<file path="config.mk">
export PLATFORM = sky130hd
export DESIGN_NAME = boardRenderer
export DESIGN_NICKNAME = d
export VERILOG_FILES = /design/src/design/boardPkg.sv /design/src/design/pixelScanner.sv /design/src/design/markerMapRom.sv /design/src/design/circleMarker.sv /design/src/design/pixelComposer.sv /design/src/design/boardRenderer.sv
export SDC_FILE = /design/constraint.sdc
export NUM_CORES = 1
export LEC_CHECK = 0
export ABC_AREA = 1
export BUFFER_PORTS_ARGS = -buffer_cell sky130_fd_sc_hd__buf_4
export CAP_MARGIN = 20
export CORE_MARGIN = 4
export CORE_UTILIZATION = 30
export DETAILED_ROUTE_END_ITERATION = 8
export PLACE_DENSITY = 0.5
export RECOVER_POWER = 25
export SLEW_MARGIN = 20
export SYNTH_ARGS = -nofsm -noshare
export SYNTH_HDL_FRONTEND = slang
export SYNTH_SLANG_ARGS = --single-unit
</file>
<file path="constraint.sdc">
create_clock -name clk -period 13.6 [get_ports clk]
set_input_delay 4.08 -clock clk [delete_from_list [all_inputs] [get_ports clk]]
set_output_delay 4.08 -clock clk [all_outputs]
set_load 0.005 [all_outputs]
</file>
<file path="src/design/boardPkg.sv">
package boardPkg;

  // raster size of the display
  localparam int screenWidth  = 320;
  localparam int screenHeight = 240;

  // coordinate port widths
  localparam int xWidth = 9;             // covers 0..319
  localparam int yWidth = 8;             // covers 0..239

  // board placement and block geometry
  localparam int boardOrigin   = 12;     // offset of block 0, both axes
  localparam int blockPitch    = 36;     // block edge in pixels
  localparam int boardBlocks   = 6;      // blocks per side
  localparam int blockIdxWidth = 3;      // column or row index 0..5

  // ring markers
  localparam int numMarkers = 2;         // also the generate count

  // map table
  localparam int numMaps     = 5;        // valid maps 0..4
  localparam int mapSelWidth = 3;        // 5..7 decode as empty

  // two-bit colour codes
  localparam int colorWidth = 2;
  localparam logic [colorWidth-1:0] colorBackground = 2'd0;
  localparam logic [colorWidth-1:0] colorGrid       = 2'd1;
  localparam logic [colorWidth-1:0] colorMarker     = 2'd2;

  // code 3 is unused, composer never emits it

endpackage

</file>
<file path="src/design/pixelScanner.sv">
module pixelScanner
  import boardPkg::*;
(
  input  logic              clk,
  input  logic              reset,
  output logic [xWidth-1:0] scanX,      // current column
  output logic [yWidth-1:0] scanY,      // current row
  output logic              scanValid,  // level, high once running
  output logic              scanFrame   // one cycle, on pixel (0,0)
);

  logic lastX;  // end of a line
  logic lastY;  // bottom line of the frame

  assign lastX = (scanX == xWidth'(screenWidth - 1));
  assign lastY = (scanY == yWidth'(screenHeight - 1));

  // one pixel per clock, no stalls
  always_ff @(posedge clk) begin
    if (reset) begin
      scanX     <= '0;
      scanY     <= '0;
      scanValid <= 1'b0;
      scanFrame <= 1'b0;
    end else begin
      scanValid <= 1'b1;
      if (!scanValid) begin
        // first valid pixel after reset sits at the origin
        scanFrame <= 1'b1;
      end else begin
        scanFrame <= lastX && lastY;  // next pixel wraps to (0,0)
        if (lastX) begin
          scanX <= '0;
          if (lastY) begin
            scanY <= '0;              // frame wrap
          end else begin
            scanY <= scanY + 1'b1;    // next line
          end
        end else begin
          scanX <= scanX + 1'b1;
        end
      end
    end
  end

endmodule

</file>
<file path="src/design/markerMapRom.sv">
module markerMapRom
  import boardPkg::*;
(
  input  logic                                      clk,
  input  logic                                      reset,
  input  logic [mapSelWidth-1:0]                    mapSelect,
  input  logic                                      scanFrame,
  output logic [numMarkers-1:0][blockIdxWidth-1:0]  blockCol,
  output logic [numMarkers-1:0][blockIdxWidth-1:0]  blockRow,
  output logic [numMarkers-1:0]                     markerEnable
);

  logic [mapSelWidth-1:0] mapLatched;  // map in force for this frame
  logic [mapSelWidth-1:0] mapCur;      // map used for the current pixel

  // sample only at frame start so a frame never mixes two maps
  always_ff @(posedge clk) begin
    if (reset) begin
      mapLatched <= '0;
    end else if (scanFrame) begin
      mapLatched <= mapSelect;
    end
  end

  // the frame start pixel itself already sees the new map
  assign mapCur = scanFrame ? mapSelect : mapLatched;

  // block positions per map, (col,row)
  always_comb begin
    blockCol = '0;
    blockRow = '0;
    markerEnable = {numMarkers{mapCur < numMaps}};  // 5..7 are empty
    case (mapCur)
      3'd0: begin
        blockCol[0] = 3'd0;  blockRow[0] = 3'd3;
        blockCol[1] = 3'd5;  blockRow[1] = 3'd4;
      end
      3'd1: begin
        blockCol[0] = 3'd1;  blockRow[0] = 3'd4;
        blockCol[1] = 3'd4;  blockRow[1] = 3'd2;
      end
      3'd2: begin
        blockCol[0] = 3'd0;  blockRow[0] = 3'd2;
        blockCol[1] = 3'd2;  blockRow[1] = 3'd2;
      end
      3'd3: begin
        blockCol[0] = 3'd5;  blockRow[0] = 3'd5;
        blockCol[1] = 3'd5;  blockRow[1] = 3'd2;
      end
      3'd4: begin
        blockCol[0] = 3'd1;  blockRow[0] = 3'd3;
        blockCol[1] = 3'd2;  blockRow[1] = 3'd0;
      end
      default: begin
        // positions stay zero, enable is already low
      end
    endcase
  end

endmodule

</file>
<file path="src/design/circleMarker.sv">
module circleMarker
  import boardPkg::*;
(
  input  logic                     clk,
  input  logic                     reset,
  input  logic [xWidth-1:0]        scanX,
  input  logic [yWidth-1:0]        scanY,
  input  logic                     scanValid,
  input  logic [blockIdxWidth-1:0] blockCol,
  input  logic [blockIdxWidth-1:0] blockRow,
  input  logic                     markerEnable,
  output logic                     markerHit
);

  logic [xWidth-1:0] originX;  // top left of the marker block
  logic [yWidth-1:0] originY;
  logic [xWidth-1:0] dx;       // pixel offset inside the block
  logic [yWidth-1:0] dy;
  logic              inBlock;  // pixel falls inside this block
  logic              ringNow;  // unregistered ring decision

  // ring outline test on in-block offsets 0..35
  // folded to one quadrant since the outline mirrors about 17.5
  function automatic logic onRing(input int ox, input int oy);
    int fx;
    int fy;
    fx = (ox > blockPitch / 2 - 1) ? blockPitch - 1 - ox : ox;
    fy = (oy > blockPitch / 2 - 1) ? blockPitch - 1 - oy : oy;
    onRing = 1'b0;
    case (fy)
      3:       onRing = (fx >= 14);               // top arc, 14..17
      4:       onRing = (fx >= 11 && fx <= 13);
      5:       onRing = (fx >= 9 && fx <= 10);
      6:       onRing = (fx == 8);
      7:       onRing = (fx == 7);
      8:       onRing = (fx == 6);
      9, 10:   onRing = (fx == 5);
      11, 12, 13: onRing = (fx == 4);
      14, 15, 16, 17: onRing = (fx == 3);          // flat side
      default: onRing = 1'b0;                     // rows 0..2 are empty
    endcase
    return onRing;
  endfunction

  assign originX = xWidth'(boardOrigin + blockPitch * int'(blockCol));
  assign originY = yWidth'(boardOrigin + blockPitch * int'(blockRow));

  // offsets wrap to large values left of or above the block
  assign dx = scanX - originX;
  assign dy = scanY - originY;

  assign inBlock = (scanX >= originX) && (scanY >= originY)
                && (int'(dx) < blockPitch) && (int'(dy) < blockPitch);

  assign ringNow = scanValid && markerEnable && inBlock && onRing(int'(dx), int'(dy));

  // one cycle, matched by the composer delay stage
  always_ff @(posedge clk) begin
    if (reset) begin
      markerHit <= 1'b0;
    end else begin
      markerHit <= ringNow;
    end
  end

endmodule

</file>
<file path="src/design/pixelComposer.sv">
module pixelComposer
  import boardPkg::*;
(
  input  logic                  clk,
  input  logic                  reset,
  input  logic [xWidth-1:0]     scanX,
  input  logic [yWidth-1:0]     scanY,
  input  logic                  scanValid,
  input  logic                  scanFrame,
  input  logic [numMarkers-1:0] markerHit,
  output logic [xWidth-1:0]     pixelX,
  output logic [yWidth-1:0]     pixelY,
  output logic                  pixelValid,
  output logic                  frameStart,
  output logic [colorWidth-1:0] pixelColor
);

  logic [xWidth-1:0]     xD;      // coords aligned with markerHit
  logic [yWidth-1:0]     yD;
  logic                  validD;
  logic                  frameD;
  logic                  onGrid;  // pixel on a block border
  logic [colorWidth-1:0] colorNext;

  // coordinate sits on one of the 7 border lines
  function automatic logic onLine(input int a);
    onLine = 1'b0;
    for (int k = 0; k <= boardBlocks; k++) begin
      if (a == boardOrigin + k * blockPitch) onLine = 1'b1;
    end
    return onLine;
  endfunction

  // coordinate within the board extent 12..228
  function automatic logic inSpan(input int a);
    return (a >= boardOrigin) && (a <= boardOrigin + boardBlocks * blockPitch);
  endfunction

  always_ff @(posedge clk) begin
    xD <= scanX;  // one cycle behind the scanner
    yD <= scanY;
    if (reset) begin
      validD <= 1'b0;
      frameD <= 1'b0;
    end else begin
      validD <= scanValid;
      frameD <= scanFrame;
    end
  end

  // vertical lines then horizontal lines
  assign onGrid = (onLine(int'(xD)) && inSpan(int'(yD)))
               || (onLine(int'(yD)) && inSpan(int'(xD)));

  // priority marker > grid > background
  always_comb begin
    if (!validD)         colorNext = colorBackground;
    else if (|markerHit) colorNext = colorMarker;
    else if (onGrid)     colorNext = colorGrid;
    else                 colorNext = colorBackground;
  end

  always_ff @(posedge clk) begin
    pixelX <= xD;
    pixelY <= yD;
    if (reset) begin
      pixelValid <= 1'b0;
      frameStart <= 1'b0;
      pixelColor <= colorBackground;
    end else begin
      pixelValid <= validD;
      frameStart <= frameD;
      pixelColor <= colorNext;
    end
  end

endmodule

</file>
<file path="src/design/boardRenderer.sv">
module boardRenderer
  import boardPkg::*;
(
  input  logic                   clk,
  input  logic                   reset,
  input  logic [mapSelWidth-1:0] mapSelect,   // sampled at frame start
  output logic [xWidth-1:0]      pixelX,
  output logic [yWidth-1:0]      pixelY,
  output logic                   pixelValid,
  output logic                   frameStart,
  output logic [colorWidth-1:0]  pixelColor
);

  logic [xWidth-1:0]                      scanX;
  logic [yWidth-1:0]                      scanY;
  logic                                   scanValid;
  logic                                   scanFrame;
  logic [numMarkers-1:0][blockIdxWidth-1:0] blockCol;  // per marker
  logic [numMarkers-1:0][blockIdxWidth-1:0] blockRow;
  logic [numMarkers-1:0]                  markerEnable;
  logic [numMarkers-1:0]                  markerHit;   // one bit per ring

  pixelScanner scanner (
    .clk, .reset,
    .scanX, .scanY, .scanValid, .scanFrame
  );

  markerMapRom mapRom (
    .clk, .reset, .mapSelect, .scanFrame,
    .blockCol, .blockRow, .markerEnable
  );

  // one ring generator per marker
  for (genvar i = 0; i < numMarkers; i++) begin : genMarker
    circleMarker marker (
      .clk, .reset,
      .scanX, .scanY, .scanValid,
      .blockCol     (blockCol[i]),
      .blockRow     (blockRow[i]),
      .markerEnable (markerEnable[i]),
      .markerHit    (markerHit[i])
    );
  end

  pixelComposer composer (
    .clk, .reset,
    .scanX, .scanY, .scanValid, .scanFrame, .markerHit,
    .pixelX, .pixelY, .pixelValid, .frameStart, .pixelColor
  );

endmodule

</file>
Word-level counts from Yosys, hierarchy flattened
Cells that the tools add are included.
{ "op_classes": {"n_bitwise": 1, "mul": 4, "n_div": 0, "eq_ne": 62, "n_shift": 0, "addsub": 14, "n_lt_le_gt_ge": 27, "mux": 29, "reduce_logical": 32} }
{ "ops": {"columns": ["operator", "count"], "rows": [
  ["$eq A32 B4 Y1 const B", 24],
  ["$eq A32 B3 Y1 const B", 10],
  ["$eq A32 B5 Y1 const B", 6],
  ["$ge A32 B5 Y1 const B", 6],
  ["$le A32 B5 Y1 const B", 4],
  ["$mux W32", 4],
  ["$eq A32 B2 Y1 const B", 2],
  ["$pmux W6 S5", 2],
  ["$eq A9 B9 Y1 const B", 4],
  ["$eq A8 B8 Y1 const B", 4],
  ["$logic_and A1 B1 Y1", 20],
  ["$sub A6 B9 Y10 const A", 2],
  ["$add A5 B9 Y9 const A", 2],
  ["$eq A9 B8 Y1 const B", 2],
  ["$ge A9 B9 Y1", 2],
  ["$gt A9 B5 Y1 const B", 2],
  ["$lt A9 B6 Y1 const B", 2],
  ["$pmux W1 S9", 2],
  ["$sub A6 B8 Y9 const A", 2],
  ["$sub A9 B9 Y9", 2],
  ["$mux W1", 17],
  ["$add A5 B8 Y8 const A", 2],
  ["$eq A8 B7 Y1 const B", 2],
  ["$ge A8 B8 Y1", 2],
  ["30 further kinds", 42]
]} }
{ "totals": {"memories": 0, "out_inout_bits": 21, "ff_bits": 64, "latch_bits": 0, "elab_cells": 186, "romBits": 0, "ram_bits": 0} }

Depth between registers and ports, before layout
{ "depth": {"depth_word": 12, "ltp_mapped": 31, "mapped_depth_nobuf": 31} }

By module
Synthesis repeated with hierarchy kept, for this count alone.
{ "hier_totals": {"cells_unflattened": 918, "area_unflattened_um2": 5898.2} }
{ "by_module_without_submodules": {"columns": ["mod", "cells_each", "area_each_um2", "n_inst"], "rows": [
  ["circleMarker", 301, 1730.4, 2],
  ["pixelComposer", 127, 1191.1, 1],
  ["pixelScanner", 139, 974.7, 1],
  ["markerMapRom", 50, 271.5, 1]
]} }

Worst setup path after synthesis
No wires, ideal clock.
{ "synth_path": {"path_kind": "input port to flip-flop", "from": "input port mapSelect[1]", "to": "register genMarker[0].marker.markerHit", "t_arrival_ps": 7507, "setup_slack_ps": 5974, "stages": 25, "setup_ps": 119, "n_path_buf": 0, "path_cell_list": "or2_2 -> o21ai_0 -> inv_1 -> nor2_1 -> inv_1 -> o21ai_0 -> inv_1 -> ha_1 -> fa_1 -> ha_1 -> nand2_1 -> nand3_1 -> nand2_1 -> nor2_2 -> nand3_2 -> o21ai_1 -> nand2_1 -> nand2_1 -> nand2_1 -> nand2_1 -> nand2_1 -> nand3_1 -> nand2_1 -> inv_1 -> a21oi_1"} }
{ "synth_between": {"elab_chain_len": 12, "elab_cells_between_ends": 63, "cone_classes": "6 x add/sub; 2 x mul; 12 x order compare; 25 x eq/ne; 6 x mux; 12 x reduce/logical"} }
{ "synth_rtl": {"columns": ["item", "line", "text"], "rows": [
  ["from (decl)", "boardRenderer.sv:6", "input logic [mapSelWidth-1:0] mapSelect,"],
  ["$mux W3 *", "markerMapRom.sv:26", "assign mapCur = scanFrame ? mapSelect : mapLatched;"],
  ["$eq A3 B3 Y1 (tied with other cells)", "markerMapRom.sv:33", "case (mapCur)"],
  ["$pmux W6 S5", "markerMapRom.sv:33", null],
  ["$mul A4 B3 Y7 or $mul A4 B3 Y6 (tied branches)", "circleMarker.sv:45, circleMarker.sv:46", null],
  ["$add A5 B9 Y9 or $add A5 B8 Y8 (tied branches)", "circleMarker.sv:45, circleMarker.sv:46", null],
  ["$sub A9 B9 Y9 or $sub A8 B8 Y8 (tied branches)", "circleMarker.sv:49, circleMarker.sv:50", null],
  ["$sub A6 B9 Y10 (tied with other cells)", "circleMarker.sv:27", "fx = (ox > blockPitch / 2 - 1) ? blockPitch - 1 - ox : ox;"],
  ["$mux W32 (on tied branches)", "circleMarker.sv:27, circleMarker.sv:28", null],
  ["$ge A32 B5 Y1 (tied with other cells)", "circleMarker.sv:33", "5: onRing = (fx >= 9 && fx <= 10);"],
  ["$logic_and A1 B1 Y1 (tied with other cells)", "circleMarker.sv:33", null],
  ["$pmux W1 S9", "circleMarker.sv:30", "case (fy)"],
  ["$logic_and A1 B1 Y1 *", "circleMarker.sv:55", "assign ringNow = scanValid && markerEnable && inBlock && onRing(int'(dx), int'(dy));"],
  ["to (signal assigned)", "circleMarker.sv:62", "markerHit <= ringNow;"],
  ["to (decl)", "circleMarker.sv:12", "output logic markerHit"]
]} }
Mark *: on every way between the ends. The rest lies on a longest branch, timed or not.
A chain may end at the register's enable or synchronous reset.

Final worst setup path
Ends and elaborated chain as after synthesis.

==> flow_summary.toml <==
[global_route]
grt_overflow = 0
antenna_found_initial = 0
grt_pass1_vias = 4456
grt_pass1_wl_um = 21290
grt_max_degree = 14
track_usage_pct = 14.29

[clock_tree]
cts_made_buffers = 9
ctsResizeCount = 0
cts.clk_slew.worst_paths_ns = 0.06
clock-root-buffer = "clkbuf_16"
hold_buffers = 0
clk_latency_ns = 0.33
cts_setup_buffers = 0
clockBufferDepth = 2
clock_sinks = 64
cts_htree_levels = 3
cts_tree = "built"

[critical_path]
crit_cells = 24
r2r_slack_ns = 8.81
critical_path.max_stage_delay_ns = 0.56
worst-path-max-fanout = 5
crit_arrival_ns = 8.49
crit_path_frequent_cell = "inv_1"
path_cells = "buf_4 -> or2_2 -> o21ai_0 -> inv_1 -> nor2_1 -> inv_1 -> o21ai_0 -> inv_1 -> ha_1 -> fa_1 -> inv_1 -> nand4_1 -> o211ai_1 -> xor2_1 -> nand2_1 -> nor2_1 -> nand3_1 -> nor2_1 -> nand2_1 -> a21oi_1 -> nand2_1 -> nand2_1 -> inv_1 -> a21oi_1"
reg2reg_from = "scanner.scanFrame"
reg2regPathDepth = 24
cp-start-kind = "primary input"
critical-path-slowest-cell = "o21ai_0"
path_buf_inv = 6
path_delay_family = "simple AND/OR/NAND/NOR gates"
crit_path_end_kind = "flip-flop"
rr_endpoint = "genMarker[0].marker.markerHit"
path_class = "in2reg"
crit_required_ns = 13.86

[routing]
drt_iter0_drc = 260
first_pass_iters = 5
num_vias = 4701
ant_nets = 0
vias_per_cell = 4.692
wirelength_um = 12620
wire_per_inst_um = 12.60
drc = 0

[worst_hold_path]
hold_end = "composer.pixelX[8]"
holdPathStages = 0
worstHoldStart = "composer.xD[8]"
hold_path_class = "reg2reg"

[floorplan]
start_util_pct = 30.70
die_w_um = 135.5
die_y_um = 135.5
die-area_sq_mm = 0.01836
core_area_sq_mm = 0.01589
rows = 46
boundaryPins = 26

[logic_synthesis]
syn_avg_cell_area_sq_um = 6.520
yosys.area.top_type = "dfxtp_1"
synth-simple-area-share_pct = 38.17
yosys.area.top_type_share_pct = 26.27
yosys-mux-area-fraction_pct = 0
synth_compound_area_share_pct = 10.39
synth-edff-count = 0
yosys-top-cells-area = "dfxtp_1, nand2_1, ha_1, inv_1, nand3_1"
yosysSeqAreaShare_pct = 26.27
synthCells = 748
ys_top_cells_by_count = "nand2_1, inv_1, nor2_1"
yosys_register_bits = 64
ys.flop_type = "dfxtp_1"
yosys.cell_types.count = 41
netlist_area_sq_mm = 0.004877
yosysWarnings = 0
synth_top_family_by_area = "simple AND/OR/NAND/NOR gates"
yosysMostFrequentCell = "nand2_1"
synth_xor_area_share_pct = 3.207
synthArstFlopShare_pct = 0
synthAdderAreaFrac_pct = 12.93

[pwr]
switching_share_pct = 29.43
p_seq_share_pct = 32.0
p_leak_nw = 2.772
p_switching_mw = 0.1782
ir_drop_mv = 0.06085
powerDensity_mw_per_mm2 = 106.8
p_comb_share_pct = 24.2
clockPowerShare_pct = 43.8
intPower_mw = 0.4274

[cells_and_area]
syn2layout_area_growth_pct = 16.32
fin_nets = 836
antennaDiodeCount = 0
drive_above_1_share_pct = 9.160
final_util_pct = 35.71

[sta]
worstMarginPinSlew_ns = 0.6805
period_needed_ns = 8.228
hold_viol = 0
max_freq_mhz = 121.5
slew_headroom_pct = 54.15
period_share_pct = 60.50
drv_slew = 0
rsz0062_at_grt = "no"
tns_ns = 0
finalSetupViolCount = 0
finClkSkew_ns = 0.01137

[placement]
dp_hpwl_um = 10400
place_congestion = 0.8573
io_buffers = 25

[job]
max-cap-violations = 0

[outcome]
status = "finished clean"
## area by class of cell
type,count,area [sq um]
clock buffers,11,252.7
clock inverters,3,90.09
fillers,1777,10210
inverters,113,424.2
multi-input cells,570,3167
flip-flops and latches,64,1281
well taps,216,270.3
repair buffers,25,187.7
## stage by stage
stage	total power [mW]	cells	hold slack (ns)	setup slack, ns	instance area [sq um]
4_1_cts	0.6092	1002	0.3462	5.335	5673
6_report	0.6056	1002	0.3439	5.372	5673
3_5_place_dp	0.3435	988	0.3347	4.996	5330
2_1_floorplan	0.3104	750	0.3224	5.974	4885
3_3_place_gp	0.3448	988	0.3361	5.002	5330
5_1_grt	0.6428	1002	0.3557	4.739	5673
## logic make-up (layout without fill, tap and decap cells)
| group | after synthesis | in the layout |
|---|---|---|
| AO/OA/AOI/OAI | 90 | 90 |
| XOR/XNOR | 17 | 17 |
| adder cells (fa/ha/maj) | 48 | 48 |
| buffers and inverters | 116 | 152 |
| flip-flops | 64 | 64 |
| other | 1 | 3 |
| AND/OR/NAND/NOR | 412 | 412 |
## sequential cells by signal, indices dropped and copies added, names as in the netlist, 3 cells and up
register and cells:
composer.yD 8, scanner.scanY 8, composer.xD 9, composer.pixelY 8
composer.pixelX 9, mapRom.mapLatched 3, scanner.scanX 9
## power groups by stage
stage,registers [mW],clock network (mW),logic [mW]
after floorplan,0.197,0,0.114
after global placement,0.198,0,0.147
after detailed placement,0.198,0,0.146
after CTS,0.194,0.268,0.147
after global routing,0.194,0.278,0.171
final,0.194,0.265,0.147
## worst max-delay path by stage
stage / from / to
CTS: mapSelect[1] / genMarker[0].marker.markerHit
detailed placement: mapSelect[1] / genMarker[0].marker.markerHit
finish: mapSelect[1] / genMarker[0].marker.markerHit
floorplan: mapSelect[1] / genMarker[0].marker.markerHit
global placement: mapSelect[1] / genMarker[0].marker.markerHit
global route: mapSelect[1] / genMarker[0].marker.markerHit
## routing by layer
| metal | vias up | track usage, % | wire [um] |
|---|---|---|---|
| met2 | 84 | 24.56 | 5810 |
| met5 | - | 0 | 0 |
| met1 | 2091 | 18.51 | 6030 |
| li1 | 2509 | - | - |
| met4 | 0 | 4.367 | 226 |
| met3 | 17 | 2.080 | 556 |
## layout by cell type, fill, tap and decap left out, types with 3 or more instances in the layout
cell / synthesis / final
nor2_1: 92 / 92
nand3_2: 4 / 4
conb_1: 1 / 3
inv_1: 113 / 113
nand2_1: 170 / 170
o21ai_1: 3 / 3
o211ai_1: 5 / 5
nor3_1: 11 / 11
nand3b_1: 5 / 5
ha_1: 44 / 44
nand3_1: 71 / 71
or2_2: 7 / 7
bufinv_16: 0 / 3
nand2_2: 9 / 9
nand4_1: 27 / 27
a21oi_1: 36 / 36
buf_4: 0 / 25
dfxtp_1: 64 / 64
nor2_2: 5 / 5
fa_1: 4 / 4
clkbuf_16: 0 / 9
xnor2_1: 5 / 5
nor3b_1: 3 / 3
a31oi_1: 4 / 4
xor2_1: 11 / 11
o21ai_0: 32 / 32
Power figures use the tool's default switching activity.
